### config.mk
export PLATFORM = sky130hd
export DESIGN_NAME = snac_top
export DESIGN_NICKNAME = d
export VERILOG_FILES = /design/src/verilog/snac_pkg.sv /design/src/verilog/snac_poll_timer.sv /design/src/verilog/serlatch_reader.sv /design/src/verilog/pce_reader.sv /design/src/verilog/snac_port_mux.sv /design/src/verilog/snac_top.sv
export SDC_FILE = /design/constraint.sdc
export NUM_CORES = 1
export LEC_CHECK = 0
export ABC_CLOCK_PERIOD_IN_PS = 7230
export BUFFER_PORTS_ARGS = -buffer_cell sky130_fd_sc_hd__buf_2
export CAP_MARGIN = 20
export CORE_MARGIN = 2
export CORE_UTILIZATION = 28
export CTS_CLUSTER_DIAMETER = 60
export DETAILED_ROUTE_END_ITERATION = 10
export GPL_ROUTABILITY_DRIVEN = 0
export GPL_TIMING_DRIVEN = 0
export MAX_ROUTING_LAYER = met4
export PLACE_DENSITY_LB_ADDON = 0.15
export SYNTH_ARGS = -nofsm -noshare
export SYNTH_HDL_FRONTEND = slang
export SYNTH_SLANG_ARGS = --single-unit
### constraint.sdc
create_clock -name i_clk -period 7.23 [get_ports i_clk]
set_input_delay 1.0845 -clock i_clk [delete_from_list [all_inputs] [get_ports i_clk]]
set_output_delay 1.0845 -clock i_clk [all_outputs]
set_load 0.005 [all_outputs]
### src/verilog/snac_pkg.sv
// shared types and constants for the SNAC adapter, imported by every RTL module and the testbench
`default_nettype none

package snac_pkg;

    // pad-type code as written by the host core
    typedef enum logic [4:0] {
        PAD_DISABLED = 5'd0,
        PAD_DB15     = 5'd1,
        PAD_NES      = 5'd2,
        PAD_SNES     = 5'd3,
        PAD_PCE_2BTN = 5'd4
    } pad_type_t;

    // one player's buttons, 1 means pressed
    typedef logic [15:0] btn_word_t;

    // phase increment of the strobe accumulator
    typedef logic [31:0] strobe_step_t;

    // serial bit counter, wide enough to count a full DB15 scan
    typedef logic [4:0] bit_cnt_t;

    localparam int unsigned CLK_FREQ_HZ = 50_000_000;

    // strobe ticks at twice the polling rate
    // so one pad clock period spans two strobes
    function automatic strobe_step_t calc_step(input int unsigned poll_hz);
        logic [63:0] step_wide;
        step_wide = (64'd1 << 32) * 64'(2 * poll_hz) / 64'(CLK_FREQ_HZ);
        return strobe_step_t'(step_wide);
    endfunction

    localparam strobe_step_t SERLAT_STEP = calc_step(200_000);
    localparam strobe_step_t SNES_STEP   = calc_step(50_000);
    localparam strobe_step_t PCE_STEP    = calc_step(40_000);

    // serial bits per scan for each pad family
    localparam bit_cnt_t DB15_BITS = 5'd16;
    localparam bit_cnt_t NES_BITS  = 5'd8;
    localparam bit_cnt_t SNES_BITS = 5'd12;

    // synchronized cartridge inputs, all active low from the pad
    typedef struct packed {
        logic in4;
        logic in7;
        logic io3;
        logic io6;
    } snac_in_t;

    // pad-side drive lines from a reader
    typedef struct packed {
        logic out1;
        logic out2;
        logic io5;
    } snac_drive_t;

    // reader result as seen by the output stage
    typedef struct packed {
        btn_word_t p1;
        btn_word_t p2;
        logic      busy;
        logic      active;
    } pad_frame_t;

endpackage

`default_nettype wire

### src/verilog/snac_poll_timer.sv
// strobe generator, holds the pad type and restarts the readers whenever the type changes
`default_nettype none

module snac_poll_timer (
    input  logic                i_clk,
    input  logic                i_arst_n,
    input  snac_pkg::pad_type_t i_pad_type,
    output logic                o_restart,
    output logic                o_stb
);
    import snac_pkg::*;

    pad_type_t    type_q;
    pad_type_t    type_prev_q;
    logic         restart_q;
    strobe_step_t acc_q;
    strobe_step_t step;
    logic         stb_q;

    // step picked per pad family
    // a disabled or unknown type adds nothing so no strobe ever fires
    always_comb begin
        case (type_q)
            PAD_DB15:           step = SERLAT_STEP;
            PAD_NES, PAD_SNES:  step = SNES_STEP;
            PAD_PCE_2BTN:       step = PCE_STEP;
            default:            step = '0;
        endcase
    end

    always_ff @(posedge i_clk or negedge i_arst_n) begin
        if (!i_arst_n) begin
            type_q      <= PAD_DISABLED;
            type_prev_q <= PAD_DISABLED;
            restart_q   <= 1'b0;
            acc_q       <= '0;
            stb_q       <= 1'b0;
        end else begin
            type_q      <= i_pad_type;
            type_prev_q <= type_q;
            // change seen one cycle after the type register
            restart_q   <= (type_q != type_prev_q);
            if (restart_q) begin
                acc_q <= '0;
                stb_q <= 1'b0;
            end else begin
                // carry out of the accumulator is the strobe
                {stb_q, acc_q} <= {1'b0, acc_q} + {1'b0, step};
            end
        end
    end

    assign o_restart = restart_q;
    assign o_stb     = stb_q;

endmodule

`default_nettype wire

### src/verilog/serlatch_reader.sv
// latch and clock reader for DB15, NES and SNES pads, scans two pads side by side
`default_nettype none

module serlatch_reader (
    input  logic                  i_clk,
    input  logic                  i_arst_n,
    input  snac_pkg::pad_type_t   i_pad_type,
    input  logic                  i_restart,
    input  logic                  i_stb,
    input  snac_pkg::snac_in_t    i_pins,
    output snac_pkg::snac_drive_t o_drive,
    output snac_pkg::pad_frame_t  o_frame
);
    import snac_pkg::*;

    typedef enum logic [1:0] {IDLE, LATCH, CLK_LOW, CLK_HIGH} state_t;

    state_t    state_q;
    pad_type_t type_q;
    bit_cnt_t  bit_idx_q;
    bit_cnt_t  bit_cnt;
    btn_word_t sr_p1_q;
    btn_word_t sr_p2_q;
    btn_word_t p1_q;
    btn_word_t p2_q;
    logic      busy_q;
    logic      active;
    logic      dat1;

    // bits per scan, zero means the type is not ours
    always_comb begin
        case (type_q)
            PAD_DB15: bit_cnt = DB15_BITS;
            PAD_NES:  bit_cnt = NES_BITS;
            PAD_SNES: bit_cnt = SNES_BITS;
            default:  bit_cnt = '0;
        endcase
    end

    assign active = (bit_cnt != '0);

    // DB15 pad 1 may come in on either data line, a low on one of them wins
    assign dat1 = (type_q == PAD_DB15) ? (i_pins.io3 & i_pins.io6) : i_pins.io3;

    always_ff @(posedge i_clk or negedge i_arst_n) begin
        if (!i_arst_n) begin
            state_q   <= IDLE;
            type_q    <= PAD_DISABLED;
            bit_idx_q <= '0;
            busy_q    <= 1'b0;
            p1_q      <= '0;
            p2_q      <= '0;
        end else begin
            type_q <= i_pad_type;
            if (i_restart) begin
                // abort the scan and drop stale buttons
                state_q   <= IDLE;
                bit_idx_q <= '0;
                busy_q    <= 1'b0;
                p1_q      <= '0;
                p2_q      <= '0;
            end else if (i_stb) begin
                case (state_q)
                    IDLE: begin
                        if (active) begin
                            state_q   <= LATCH;
                            bit_idx_q <= '0;
                            busy_q    <= 1'b1;
                        end
                    end
                    LATCH: begin
                        state_q <= CLK_LOW;
                    end
                    CLK_LOW: begin
                        // sample taken here, before the rising edge reaches the pad
                        state_q   <= CLK_HIGH;
                        bit_idx_q <= bit_idx_q + 1'b1;
                    end
                    CLK_HIGH: begin
                        if (bit_idx_q >= bit_cnt) begin
                            state_q <= IDLE;
                            busy_q  <= 1'b0;
                            p1_q    <= sr_p1_q;
                            p2_q    <= sr_p2_q;
                        end else begin
                            state_q <= CLK_LOW;
                        end
                    end
                    default: state_q <= IDLE;
                endcase
            end
        end
    end

    // shift registers, cleared on latch so unused upper bits read 0
    always_ff @(posedge i_clk) begin
        if (i_stb && state_q == LATCH) begin
            sr_p1_q <= '0;
            sr_p2_q <= '0;
        end else if (i_stb && state_q == CLK_LOW) begin
            sr_p1_q[bit_idx_q[3:0]] <= ~dat1;
            sr_p2_q[bit_idx_q[3:0]] <= ~i_pins.in7;
        end
    end

    // both pads share latch, each gets its own clock line
    assign o_drive = '{out1: (state_q == CLK_HIGH),
                       out2: (state_q == LATCH),
                       io5:  (state_q == CLK_HIGH)};

    assign o_frame = '{p1: p1_q, p2: p2_q, busy: busy_q, active: active};

endmodule

`default_nettype wire

### src/verilog/pce_reader.sv
// PC Engine 2-button reader, one pad read as a direction nibble and a button nibble
`default_nettype none

module pce_reader (
    input  logic                  i_clk,
    input  logic                  i_arst_n,
    input  snac_pkg::pad_type_t   i_pad_type,
    input  logic                  i_restart,
    input  logic                  i_stb,
    input  snac_pkg::snac_in_t    i_pins,
    output snac_pkg::snac_drive_t o_drive,
    output snac_pkg::pad_frame_t  o_frame
);
    import snac_pkg::*;

    typedef enum logic [1:0] {IDLE, CLEAR, SEL_HIGH, SEL_LOW} state_t;

    state_t    state_q;
    pad_type_t type_q;
    logic      busy_q;
    logic      active;
    logic [3:0] pad_nib;
    logic [3:0] dir_q;
    btn_word_t p1_q;

    assign active = (type_q == PAD_PCE_2BTN);

    // pin order gives up/right/down/left or I/II/select/run
    assign pad_nib = {i_pins.in4, i_pins.io6, i_pins.io3, i_pins.in7};

    always_ff @(posedge i_clk or negedge i_arst_n) begin
        if (!i_arst_n) begin
            state_q <= IDLE;
            type_q  <= PAD_DISABLED;
            busy_q  <= 1'b0;
            p1_q    <= '0;
        end else begin
            type_q <= i_pad_type;
            if (i_restart) begin
                state_q <= IDLE;
                busy_q  <= 1'b0;
                p1_q    <= '0;
            end else if (i_stb) begin
                case (state_q)
                    IDLE: begin
                        if (active) begin
                            state_q <= CLEAR;
                            busy_q  <= 1'b1;
                        end
                    end
                    CLEAR: begin
                        state_q <= SEL_HIGH;
                    end
                    SEL_HIGH: begin
                        state_q <= SEL_LOW;
                    end
                    SEL_LOW: begin
                        // pins still show the select-low nibble here
                        state_q <= IDLE;
                        busy_q  <= 1'b0;
                        p1_q    <= {8'h00, ~pad_nib, dir_q};
                    end
                    default: state_q <= IDLE;
                endcase
            end
        end
    end

    // directions held a full strobe period after select rose
    always_ff @(posedge i_clk) begin
        if (i_stb && state_q == SEL_HIGH) begin
            dir_q <= ~pad_nib;
        end
    end

    // clear on out1, select on out2, io5 unused by this pad
    assign o_drive = '{out1: (state_q == CLEAR),
                       out2: (state_q == SEL_HIGH),
                       io5:  1'b0};

    // single pad so player 2 stays empty
    assign o_frame = '{p1: p1_q, p2: '0, busy: busy_q, active: active};

endmodule

`default_nettype wire

### src/verilog/snac_port_mux.sv
// cartridge port stage, syncs pad inputs and registers the active reader onto pins and words
`default_nettype none

module snac_port_mux (
    input  logic                  i_clk,
    input  logic                  i_arst_n,
    input  logic [7:4]            i_bk0,
    input  logic                  i_pin31,
    input  snac_pkg::snac_drive_t i_serlat_drive,
    input  snac_pkg::snac_drive_t i_pce_drive,
    input  snac_pkg::pad_frame_t  i_serlat_frame,
    input  snac_pkg::pad_frame_t  i_pce_frame,
    output snac_pkg::snac_in_t    o_pins,
    output logic [1:0]            o_bk1_p76,
    output logic                  o_bk0_dir,
    output logic                  o_pin30,
    output logic                  o_pin30_dir,
    output logic                  o_pin31_dir,
    output snac_pkg::btn_word_t   o_p1_btn,
    output snac_pkg::btn_word_t   o_p2_btn,
    output logic                  o_busy
);
    import snac_pkg::*;

    pad_frame_t  sel_frame;
    snac_drive_t sel_drive;

    // only one reader claims a type, nothing claimed means all quiet
    always_comb begin
        sel_frame = '0;
        sel_drive = '0;
        if (i_serlat_frame.active) begin
            sel_frame = i_serlat_frame;
            sel_drive = i_serlat_drive;
        end else if (i_pce_frame.active) begin
            sel_frame = i_pce_frame;
            sel_drive = i_pce_drive;
        end
    end

    always_ff @(posedge i_clk or negedge i_arst_n) begin
        if (!i_arst_n) begin
            o_pins    <= '0;
            o_bk1_p76 <= '0;
            o_pin30   <= 1'b0;
            o_p1_btn  <= '0;
            o_p2_btn  <= '0;
            o_busy    <= 1'b0;
        end else begin
            // config A input mapping, bk0[6] is not used here
            o_pins    <= '{in4: i_bk0[7], in7: i_bk0[5], io3: i_bk0[4], io6: i_pin31};
            // bk1[7] carries out2, bk1[6] carries out1
            o_bk1_p76 <= {sel_drive.out2, sel_drive.out1};
            o_pin30   <= sel_drive.io5;
            o_p1_btn  <= sel_frame.p1;
            o_p2_btn  <= sel_frame.p2;
            o_busy    <= sel_frame.busy;
        end
    end

    // config A directions, bk0 and pin31 in, pin30 out
    assign o_bk0_dir   = 1'b0;
    assign o_pin30_dir = 1'b1;
    assign o_pin31_dir = 1'b0;

endmodule

`default_nettype wire

### src/verilog/snac_top.sv
// SNAC adapter top level, connect the cartridge port and read two player words
`default_nettype none

module snac_top (
    input  logic                i_clk,
    input  logic                i_arst_n,
    input  snac_pkg::pad_type_t i_pad_type,
    input  logic [7:4]          i_cart_bk0,
    input  logic                i_cart_pin31,
    output logic [1:0]          o_cart_bk1_p76,
    output logic                o_cart_bk0_dir,
    output logic                o_cart_pin30,
    output logic                o_cart_pin30_dir,
    output logic                o_cart_pin31_dir,
    output snac_pkg::btn_word_t o_p1_btn,
    output snac_pkg::btn_word_t o_p2_btn,
    output logic                o_busy,
    output logic                o_stb
);
    import snac_pkg::*;

    logic        restart;
    snac_in_t    pins;
    snac_drive_t serlat_drive;
    snac_drive_t pce_drive;
    pad_frame_t  serlat_frame;
    pad_frame_t  pce_frame;

    // strobe also leaves the top for observation
    snac_poll_timer i_snac_poll_timer (
        .i_clk      (i_clk),
        .i_arst_n   (i_arst_n),
        .i_pad_type (i_pad_type),
        .o_restart  (restart),
        .o_stb      (o_stb)
    );

    serlatch_reader i_serlatch_reader (
        .i_clk      (i_clk),
        .i_arst_n   (i_arst_n),
        .i_pad_type (i_pad_type),
        .i_restart  (restart),
        .i_stb      (o_stb),
        .i_pins     (pins),
        .o_drive    (serlat_drive),
        .o_frame    (serlat_frame)
    );

    pce_reader i_pce_reader (
        .i_clk      (i_clk),
        .i_arst_n   (i_arst_n),
        .i_pad_type (i_pad_type),
        .i_restart  (restart),
        .i_stb      (o_stb),
        .i_pins     (pins),
        .o_drive    (pce_drive),
        .o_frame    (pce_frame)
    );

    snac_port_mux i_snac_port_mux (
        .i_clk          (i_clk),
        .i_arst_n       (i_arst_n),
        .i_bk0          (i_cart_bk0),
        .i_pin31        (i_cart_pin31),
        .i_serlat_drive (serlat_drive),
        .i_pce_drive    (pce_drive),
        .i_serlat_frame (serlat_frame),
        .i_pce_frame    (pce_frame),
        .o_pins         (pins),
        .o_bk1_p76      (o_cart_bk1_p76),
        .o_bk0_dir      (o_cart_bk0_dir),
        .o_pin30        (o_cart_pin30),
        .o_pin30_dir    (o_cart_pin30_dir),
        .o_pin31_dir    (o_cart_pin31_dir),
        .o_p1_btn       (o_p1_btn),
        .o_p2_btn       (o_p2_btn),
        .o_busy         (o_busy)
    );

endmodule

`default_nettype wire

# After elaboration in Yosys (flattened, before gate mapping)
# Cells that the tools add are included.
word_totals:
  n_memories: 0
  in_bits: 12
  wordCells: 116
  mem_bits_ro: 0
  reg_bits: 179
  latch_bits: 0
  ram_bits: 0
op_classes:
  n_lt_le_gt_ge: 3
  add_sub_neg: 2
  n_mul: 0
  muxes: 46
  n_div: 0
  n_shift: 0
  reduce_logical: 22
  n_eq_ne: 14
  bitwise_logic: 4
op_table:
  columns: ["op", "count"]
  rows:
  - ["16-bit two-way mux", 11]
  - ["26-bit one-hot mux with 3 select lines", 1]
  - ["34-bit two-way mux", 2]
  - ["32-bit by 26-bit adder with 33-bit output", 1]
  - ["16-bit bitwise mux", 2]
  - ["32-bit two-way mux", 1]
  - ["2-bit one-hot mux with 4 select lines", 2]
  - ["5-bit two-way mux", 3]
  - ["5-bit one-hot mux with 3 select lines", 1]
  - ["2-bit two-way mux", 7]
  - ["5-bit by 2-bit equality test with 1-bit output, second input constant", 2]
  - ["1-bit two-way mux", 10]
  - ["5-bit one-hot mux with 2 select lines", 1]
  - ["3-bit AND reduction", 3]
  - ["3-bit nonzero test", 3]
  - ["2-bit equality test, second input constant", 4]
  - ["2-bit nonzero test", 4]
  - ["3-bit two-way mux", 2]
  - ["3-bit by 2-bit != test with 1-bit output, second input constant", 2]
  - ["2-bit AND reduction", 3]
  - ["5-bit by 1-bit adder with 5-bit output, second input constant", 1]
  - ["5-bit by 1-bit equality test with 1-bit output, second input constant", 1]
  - ["5-bit by 3-bit equality test with 1-bit output, second input constant", 1]
  - ["5-bit greater-or-equal comparator", 1]
  - ["other kinds (15)", 22]

# Logic depth before layout (Yosys ltp)
# Gate-level depths: netlist (run 1).
depth:
  depth_word: 7
  ltp_mapped: 12

# Hierarchy
# Synthesis (run 1) repeated with hierarchy kept, for this count alone.
unflattened:
  cells_unflattened: 831
  area_unflattened_um2: 8967.4
modules_own_cells:
  columns: ["module", "seq_area_each_um2", "cells_per_inst", "area_per_inst_um2", "instances"]
  rows:
  - ["serlatch_reader", 1766.7, 310, 3527.1, 1]
  - ["snac_poll_timer", 1101.1, 330, 2946.6, 1]
  - ["snac_port_mux", 1001.0, 92, 1450.1, 1]
  - ["pce_reader", 520.5, 99, 1043.5, 1]

# Worst setup path before layout (run 1)
# OpenSTA, ideal clock, no wires.
synth_timing:
  kind: "register to register"
  startpoint: "reg, netlist name i_pce_reader.type_q[1]"
  endpoint: "reg i_snac_poll_timer.acc_q[24]"
  t_arrival_ns: 3.090
  stages_incl_launch_ff: 13
  path_slack_ns: 4.013
  n_path_buf: 1
  required_ns: 7.102
  path_cell_list: "dfrtp_1 nor2_1 nand3_1 inv_1 clkbuf_1 ha_1 fa_1 a21o_1 a31o_1 a211o_1 a31o_4 a41oi_2 mux2_1"
synth_rtl:
  columns: ["element", "line_no", "rtl"]
  rows:
  - ["end signal, assigned", "snac_poll_timer.sv:48", "{stb_q, acc_q} <= {1'b0, acc_q} + {1'b0, step};"]
  - ["end, declared", "snac_poll_timer.sv:16", "strobe_step_t acc_q;"]

==> results.md, run 1 <==
- Top-Level Pins: 52
- Register area share after synthesis: 52.52%
- Setup CP Type: reg -> reg
- Final Skew: ~16 ps
- Pre-CTS worst setup slack: roughly 3000 ps
- Seq cells post-synth: 171
- Share of layout cells above drive strength 1: about an eighth
- Reg clk slew, reported paths: roughly 80 ps
- Post-CTS Setup Repair Bufs: 0
- Largest net degree at the start of global routing: between 90 and 100
- Clock Sinks: around 170
- Critical Path RT: roughly 7600 ps
- Final setup vio count: 0
- Post-synthesis adder-cell area fraction: between 5 and 6%
- PnR worst setup slack: 3089 ps
- Cell chain of the critical path: nor3_1 -> nor2b_1 -> clkbuf_1 -> clkbuf_1 -> ha_1 -> o21ai_0 -> nor3_1 -> a211o_1 -> a31o_4 -> a41oi_2 -> mux2_1
- Layout area overhead: 17.35%
- CTS tree: yes
- Top delay family on crit path: compound AO/OA/AOI/OAI gates
- Slew Viols, Final: 0
- Pleak: 3.996 nW
- Synth Flop Type: dfrtp_1
- Final min period: 4141 ps
- Critical Path Slowest Stage Cell: clkbuf_1
- Post-synthesis cell count: slightly below 800
- Max-cap viol count: 0
- Total power: 1.992 mW
- Die W: 171.8 µm
- Hold buffers post-CTS: 0
- Max-slew headroom: around 47%
- Die height: ~170 µm
- H-Tree Depth: 4
- CP bufs+invs: 2
- Antenna Nets Post-Route: 0
- Tightest Pin Transition: ~800 ps
- Post-synth EDFFs: 4
- Clock root buffer: clkbuf_16
- Vias: just under 6000
- Ys async rst share: 78.95%
- Area of the multi-input gates: ~0.0035 mm²
- Netlist cell types: between 50 and 60
- Multiplexer share of the synthesized area: approximately 5.0%
- Port Buffers: 47
- Post-synthesis simple-gate area fraction: between 10% and 20%
- Initial antenna violation count: 0
- CP max FO: 10
- RSZ-0062 raised after global routing: no
- Final Util: between 30% and 40%
- Grt ovf: 0
- Status: completed
- Dpl cell area: 0.008627 mm²
- HPWL after DPL: around 14000 µm
- Total Routing Usage GR: between 10% and 20%
- Maximum vdd drop: around 0.000096 V
- Most area-hungry cell type in the Yosys netlist: dfrtp_1
- # resized after CTS: 0
- Die area: 0.02950 mm²
- Synth Area in XOR/XNOR: between 2 and 3%
- Synthesized cell area: around 0.008 mm²
- Nets@finish: 900
- Vias per cell: 4.639
- Synth top area share: a little over two fifths
- Startpoint type of the worst setup path: flop
- Worst Hold Class: reg -> reg
- Register Area: approximately 0.0041 mm²
- Largest family of logic cells by synthesized area: simple AND/OR/NAND/NOR gates
- Post-layout instance area: between 0.009 and 0.01 mm²
- Diode count: 0
- Num CTS Buffers: 17
- Power Density: roughly 220 mW/mm²
- CP Depth: 11
- Setup_tns: 0 ps
- # DRC: 0
- Worst skew pair latency: around 440 ps
- Fill count: ~2900
- First-pass GRT wire length: roughly 32000 µm
- R2R cell count: 11
- DRT Pass-1 Iters: 4
- Drt wl/cell: 15.80 µm
- Top cells by area, synth: dfrtp_1, dfxtp_1, nor2_1, ha_1, mux2i_1
- Starting Density: approximately 28%
- CP peak stage delay: around 480 ps
- Row cnt: 61
- WP data arrival: ~4500 ps
- Placeable Area: around 0.028 mm²
- CTS Buffer Depth: 2
- Final Cycle Share: a little under three fifths
- Fmax: about 240 MHz
- Ys Warns: 0
- Hold Path Cell Cnt: 1
- Vias in the first global route: between 5000 and 6000
- Post-synthesis compound-gate area fraction: 13.86%
- DR iter-0 viols: ~330
- Worst Setup End Kind: flop
- Avg Inst Size Synth: between 10 and 15 µm²
- Final wirelength: between 15000 and 20000 µm
- Final hold vios: 0
logic make-up (layout without fill, tap and decap cells):
| group | count (synthesis) | after routing |
|---|---|---|
| other | 2 | 3 |
| buffers and inverters | 65 | 145 |
| xor gates and xnor gates | 23 | 23 |
| adders and majority gates | 34 | 34 |
| DFF | 171 | 171 |
| AOI/OAI and AO/OA | 159 | 159 |
| and+or+nand+nor | 293 | 293 |
| muxes | 39 | 39 |
final timing paths:
check	start	endpoint	slack (ps)
min in group asynchronous	i_arst_n	i_pce_reader.p1_q[6]	560
max	i_pce_reader.type_q[3]	i_snac_poll_timer.acc_q[24]	3090
min	i_snac_port_mux.o_pins[0]	i_pce_reader.p1_q[6]	440
max reg2reg	i_pce_reader.type_q[3]	i_snac_poll_timer.acc_q[24]	3090
min reg2reg	i_snac_port_mux.o_pins[0]	i_pce_reader.p1_q[6]	440
max in group asynchronous	i_arst_n	i_serlatch_reader.bit_idx_q[1]	5830
synth_stat cells, types with 3 or more instances:
library cell	count
nor2_1	136
mux2_2	5
dfxtp_1	32
nor2b_1	11
and2_1	31
nand3_1	14
clkbuf_1	30
edfxtp_1	4
nand2b_1	3
a211o_1	4
a21o_1	8
a31oi_1	11
xor2_1	10
dfrtp_1	135
nand4_1	11
o21a_1	7
buf_4	3
o211ai_1	3
xnor2_1	13
o21ai_0	20
mux2i_1	33
buf_1	4
and3_1	5
buf_2	8
nand2_1	48
nor3_1	22
a21oi_1	35
a311oi_1	3
a211oi_1	40
a22o_1	10
inv_1	19
ha_1	33
stage by stage:
stage | cells | hold slack, ps
floorplan | 787 | 424.4
global placement | 1212 | 435.5
detailed placement | 1213 | 435.0
CTS | 1245 | 435.0
global route | 1245 | 459.2
finish | 1245 | 438.6
sequential cells by signal (all words and copies together), names as in the netlist, 2 cells and up:
signal / count
i_snac_port_mux.o_p1_btn: 16
i_serlatch_reader.p1_q: 16
i_snac_poll_timer.acc_q: 32
i_snac_port_mux.o_bk1_p76: 2
i_serlatch_reader.state_q: 2
i_snac_port_mux.o_p2_btn: 16
i_pce_reader.type_q: 5
i_serlatch_reader.sr_p1_q: 16
i_pce_reader.state_q: 2
i_pce_reader.p1_q: 8
i_serlatch_reader.p2_q: 16
i_serlatch_reader.bit_idx_q: 5
i_pce_reader.dir_q: 4
i_snac_port_mux.o_pins: 4
i_snac_poll_timer.type_prev_q: 5
i_serlatch_reader.sr_p2_q: 16
layout by cell type (no fill, tap or decap), drive strengths merged, types with 32 or more instances in the layout:
cell type / count
nand2: 48
ha: 33
and2: 32
clkbuf: 47
dfxtp: 32
buf: 64
dfrtp: 135
nor2: 136
mux2i: 33
a21oi: 35
a211oi: 40
layout make-up:
class | instances | area share, %
Clock inverter | 15 | 2.124
Inverter | 19 | 0.7711
Buffer | 46 | 2.178
Tap cell | 378 | 5.114
Clock buffer | 17 | 4.600
Sequential cell | 171 | 44.75
Multi-Input combinational cell | 551 | 37.55
Timing Repair Buffer | 48 | 2.909
report_power, final:
| part | total (mW) | internal [mW] | switching [mW] |
|---|---|---|---|
| registers | 0.965 | 0.960 | 0.00417 |
| logic | 0.0588 | 0.0150 | 0.0439 |
| clock network | 0.968 | 0.503 | 0.465 |
metal layers:
metal / wire length (µm) / GRT usage [%] / part of all wire (%) / vias to the layer above
met5: 0 / - / 0 / -
met4: 283 / 4.056 / 1.4 / 0
met3: 690 / 3.014 / 3.5 / 14
met2: 9088 / 22.66 / 46 / 74
met1: 9609 / 18.97 / 49 / 2806
li1: - / - / - / 2881
worst register-to-register path, delay by kind of cell, from the launching register on:
family | cells | cell delay, ps
compound gates | 4 | 1210
buf+inv | 2 | 940
simple gates | 3 | 680
flops | 1 | 470
fa+ha+maj | 1 | 390
mux | 1 | 330
(Power assumes the default switching activity.)
==> inputs of run 2 (changes only) <==
--- a/config.mk
+++ b/config.mk
@@ -5,7 +5,7 @@
 export SDC_FILE = /design/constraint.sdc
 export NUM_CORES = 1
 export LEC_CHECK = 0
-export ABC_CLOCK_PERIOD_IN_PS = 7230
+export ABC_CLOCK_PERIOD_IN_PS = 4150
 export BUFFER_PORTS_ARGS = -buffer_cell sky130_fd_sc_hd__buf_2
 export CAP_MARGIN = 20
 export CORE_MARGIN = 2
==> constraint.sdc (replaced) <==
create_clock -name i_clk -period 4.15 [get_ports i_clk]
set_input_delay 0.6225 -clock i_clk [delete_from_list [all_inputs] [get_ports i_clk]]
set_output_delay 0.6225 -clock i_clk [all_outputs]
set_load 0.005 [all_outputs]
==> run 2 against run 1 <==
Against the previous run:
- global-route usage is the same
- design area about the same
- clock power increased by 75%
- cell count barely moved
- total power grew 74%
- largest cell class unchanged
- highest routed layer unchanged
==> results.md, run 2 (synthesis gave the netlist of run 1 again) <==
- Status: completed
- Antenna Nets Post-Route: 0
- Nets@finish: approximately 900
- First-pass GRT wire length: about 32000 µm
- Vias per cell: 4.632
- Max-slew headroom: 46.61%
- Tightest Pin Transition: between 800 and 900 ps
- Vias in the first global route: approximately 5800
- Final Cycle Share: 93.98%
- Hold buffers post-CTS: 0
- Die area: between 0.02 and 0.03 mm²
- Fmax: ~260 MHz
- Pleak: 4.000 nW
- CP max FO: 10
- Worst Setup End Kind: flop
- Cell chain of the critical path: nor3_1 -> nor2b_1 -> clkbuf_2 -> clkbuf_1 -> ha_1 -> o21ai_0 -> nor3_1 -> a211o_1 -> a31o_4 -> a41oi_2 -> mux2_1
- Most flop-heavy register: i_snac_poll_timer.acc_q
- Post-CTS Setup Repair Bufs: 0
- Leading cell type in the layout, fill and taps excluded: nor2_1
- Area of the multi-input gates: 0.003481 mm²
- Max-cap viol count: 0
- DR iter-0 viols: approximately 360
- Share of layout cells above drive strength 1: a little under an eighth
- CTS Buffer Depth: 2
- H-Tree Depth: 4
- Final wirelength: around 20000 µm
- Final Util: 33.31%
- Die height: ~170 µm
- Top-Level Pins: 52
- Power Density: around 380 mW/mm²
- WP data arrival: 4230 ps
- # DRC: 0
- Layout area overhead: 17.42%
- Row cnt: 61
- DRT Pass-1 Iters: 4
- Die W: 171.8 µm
- Hold Slack: between 90 and 100 ps
- Register Area: around 0.0041 mm²
- Setup_tns: 0 ps
- Clock root buffer: clkbuf_16
- Grt ovf: 0
- Diode count: 0
- CTS tree: yes
- Most frequent cells in the layout: nor2_1, dfrtp_1, buf_2
- Port Buffers: 47
- Reg clk slew, reported paths: roughly 80 ps
- Worst skew pair latency: around 440 ps
- RSZ-0062 raised after global routing: no
- Num CTS Buffers: 17
- Critical Path Slowest Stage Cell: dfrtp_1
- Fill count: 2949
- Startpoint type of the worst setup path: flop
- Final hold vios: 0
- Maximum vdd drop: roughly 0.00017 V
- CP peak stage delay: about 470 ps
- Crit path top cell by count: nor3_1
- Final min period: between 3000 and 4000 ps
- Clock Sinks: 171
- Max reg flops: 32
- Drt wl/cell: about 16 µm
- Starting Density: 28.37%
- Vias: around 5800
- Placeable Area: around 0.028 mm²
- Total Routing Usage GR: ~14%
- Critical Path RT: around 4500 ps
- Initial antenna violation count: 0
- Slew Viols, Final: 0
- HPWL after DPL: 14130 µm
- Final setup vio count: 0
- Largest net degree at the start of global routing: 94
- Setup CP Type: reg -> reg
- Worst Hold Class: in -> async
- Final Skew: around 16 ps
[run 2: where the power goes]
part | total, mW | switching, mW | internal (mW)
clock network | 1.69 | 0.811 | 0.877
logic | 0.102 | 0.0763 | 0.0261
registers | 1.68 | 0.00717 | 1.67
[run 2: path summary, 6_finish.rpt]
path	startpoint	endpoint	slack [ps]	cells past startpoint
max in group asynchronous	i_arst_n	i_serlatch_reader.bit_idx_q[1]	3210	2
max reg2reg	i_pce_reader.type_q[3]	i_snac_poll_timer.acc_q[24]	250	11
max	i_pce_reader.type_q[3]	i_snac_poll_timer.acc_q[24]	250	11
min	i_arst_n	i_pce_reader.p1_q[6]	100	1
min in group i_clk	i_cart_bk0[4]	i_snac_port_mux.o_pins[1]	290	1
min reg2reg	i_snac_port_mux.o_pins[0]	i_pce_reader.p1_q[6]	440	1
[run 2: worst max-delay path, delay by kind of cell, from the launching register on]
kind            cells  cell delay, ps
mux                 1             330
simple gates        3             670
fa+ha+maj           1             390
buf+inv             2             720
flops               1             470
compound gates      4            1200
[run 2: area by class of cell]
type,count,share of cell area (%)
flip-flops and latches,171,44.73
clock inverters,15,2.123
clock buffers,17,4.597
multi-input cells,551,37.61
repair buffers,48,2.907
well taps,378,5.111
plain buffers,45,2.150
inverters,19,0.7707
[run 2: timing repair]
item,in CTS,in global routing
gates cloned,0,0
resized for setup,2,1
endpoints found under the setup margin,2,6
pin swaps,0,0
[run 2: per-stage QoR]
stage	std cells	instance area [µm²]	total power, mW	setup WS [ps]
final	1244	9254	3.471	249.9
after CTS	1245	9256	3.529	84.36
after global routing	1244	9254	3.609	2.089
after detailed placement	1213	8627	1.822	-20.85
after global placement	1212	8593	1.818	-10.30
after floorplan	787	7885	1.761	932.9
[run 2: layer usage]
layer / global-route usage, % / wire [µm] / vias to the layer above
met1: 18.97 / 9591 / 2790
met3: 3.014 / 673 / 14
met4: 4.056 / 282 / 0
met5: - / 0 / -
li1: - / - / 2880
met2: 22.66 / 9108 / 78
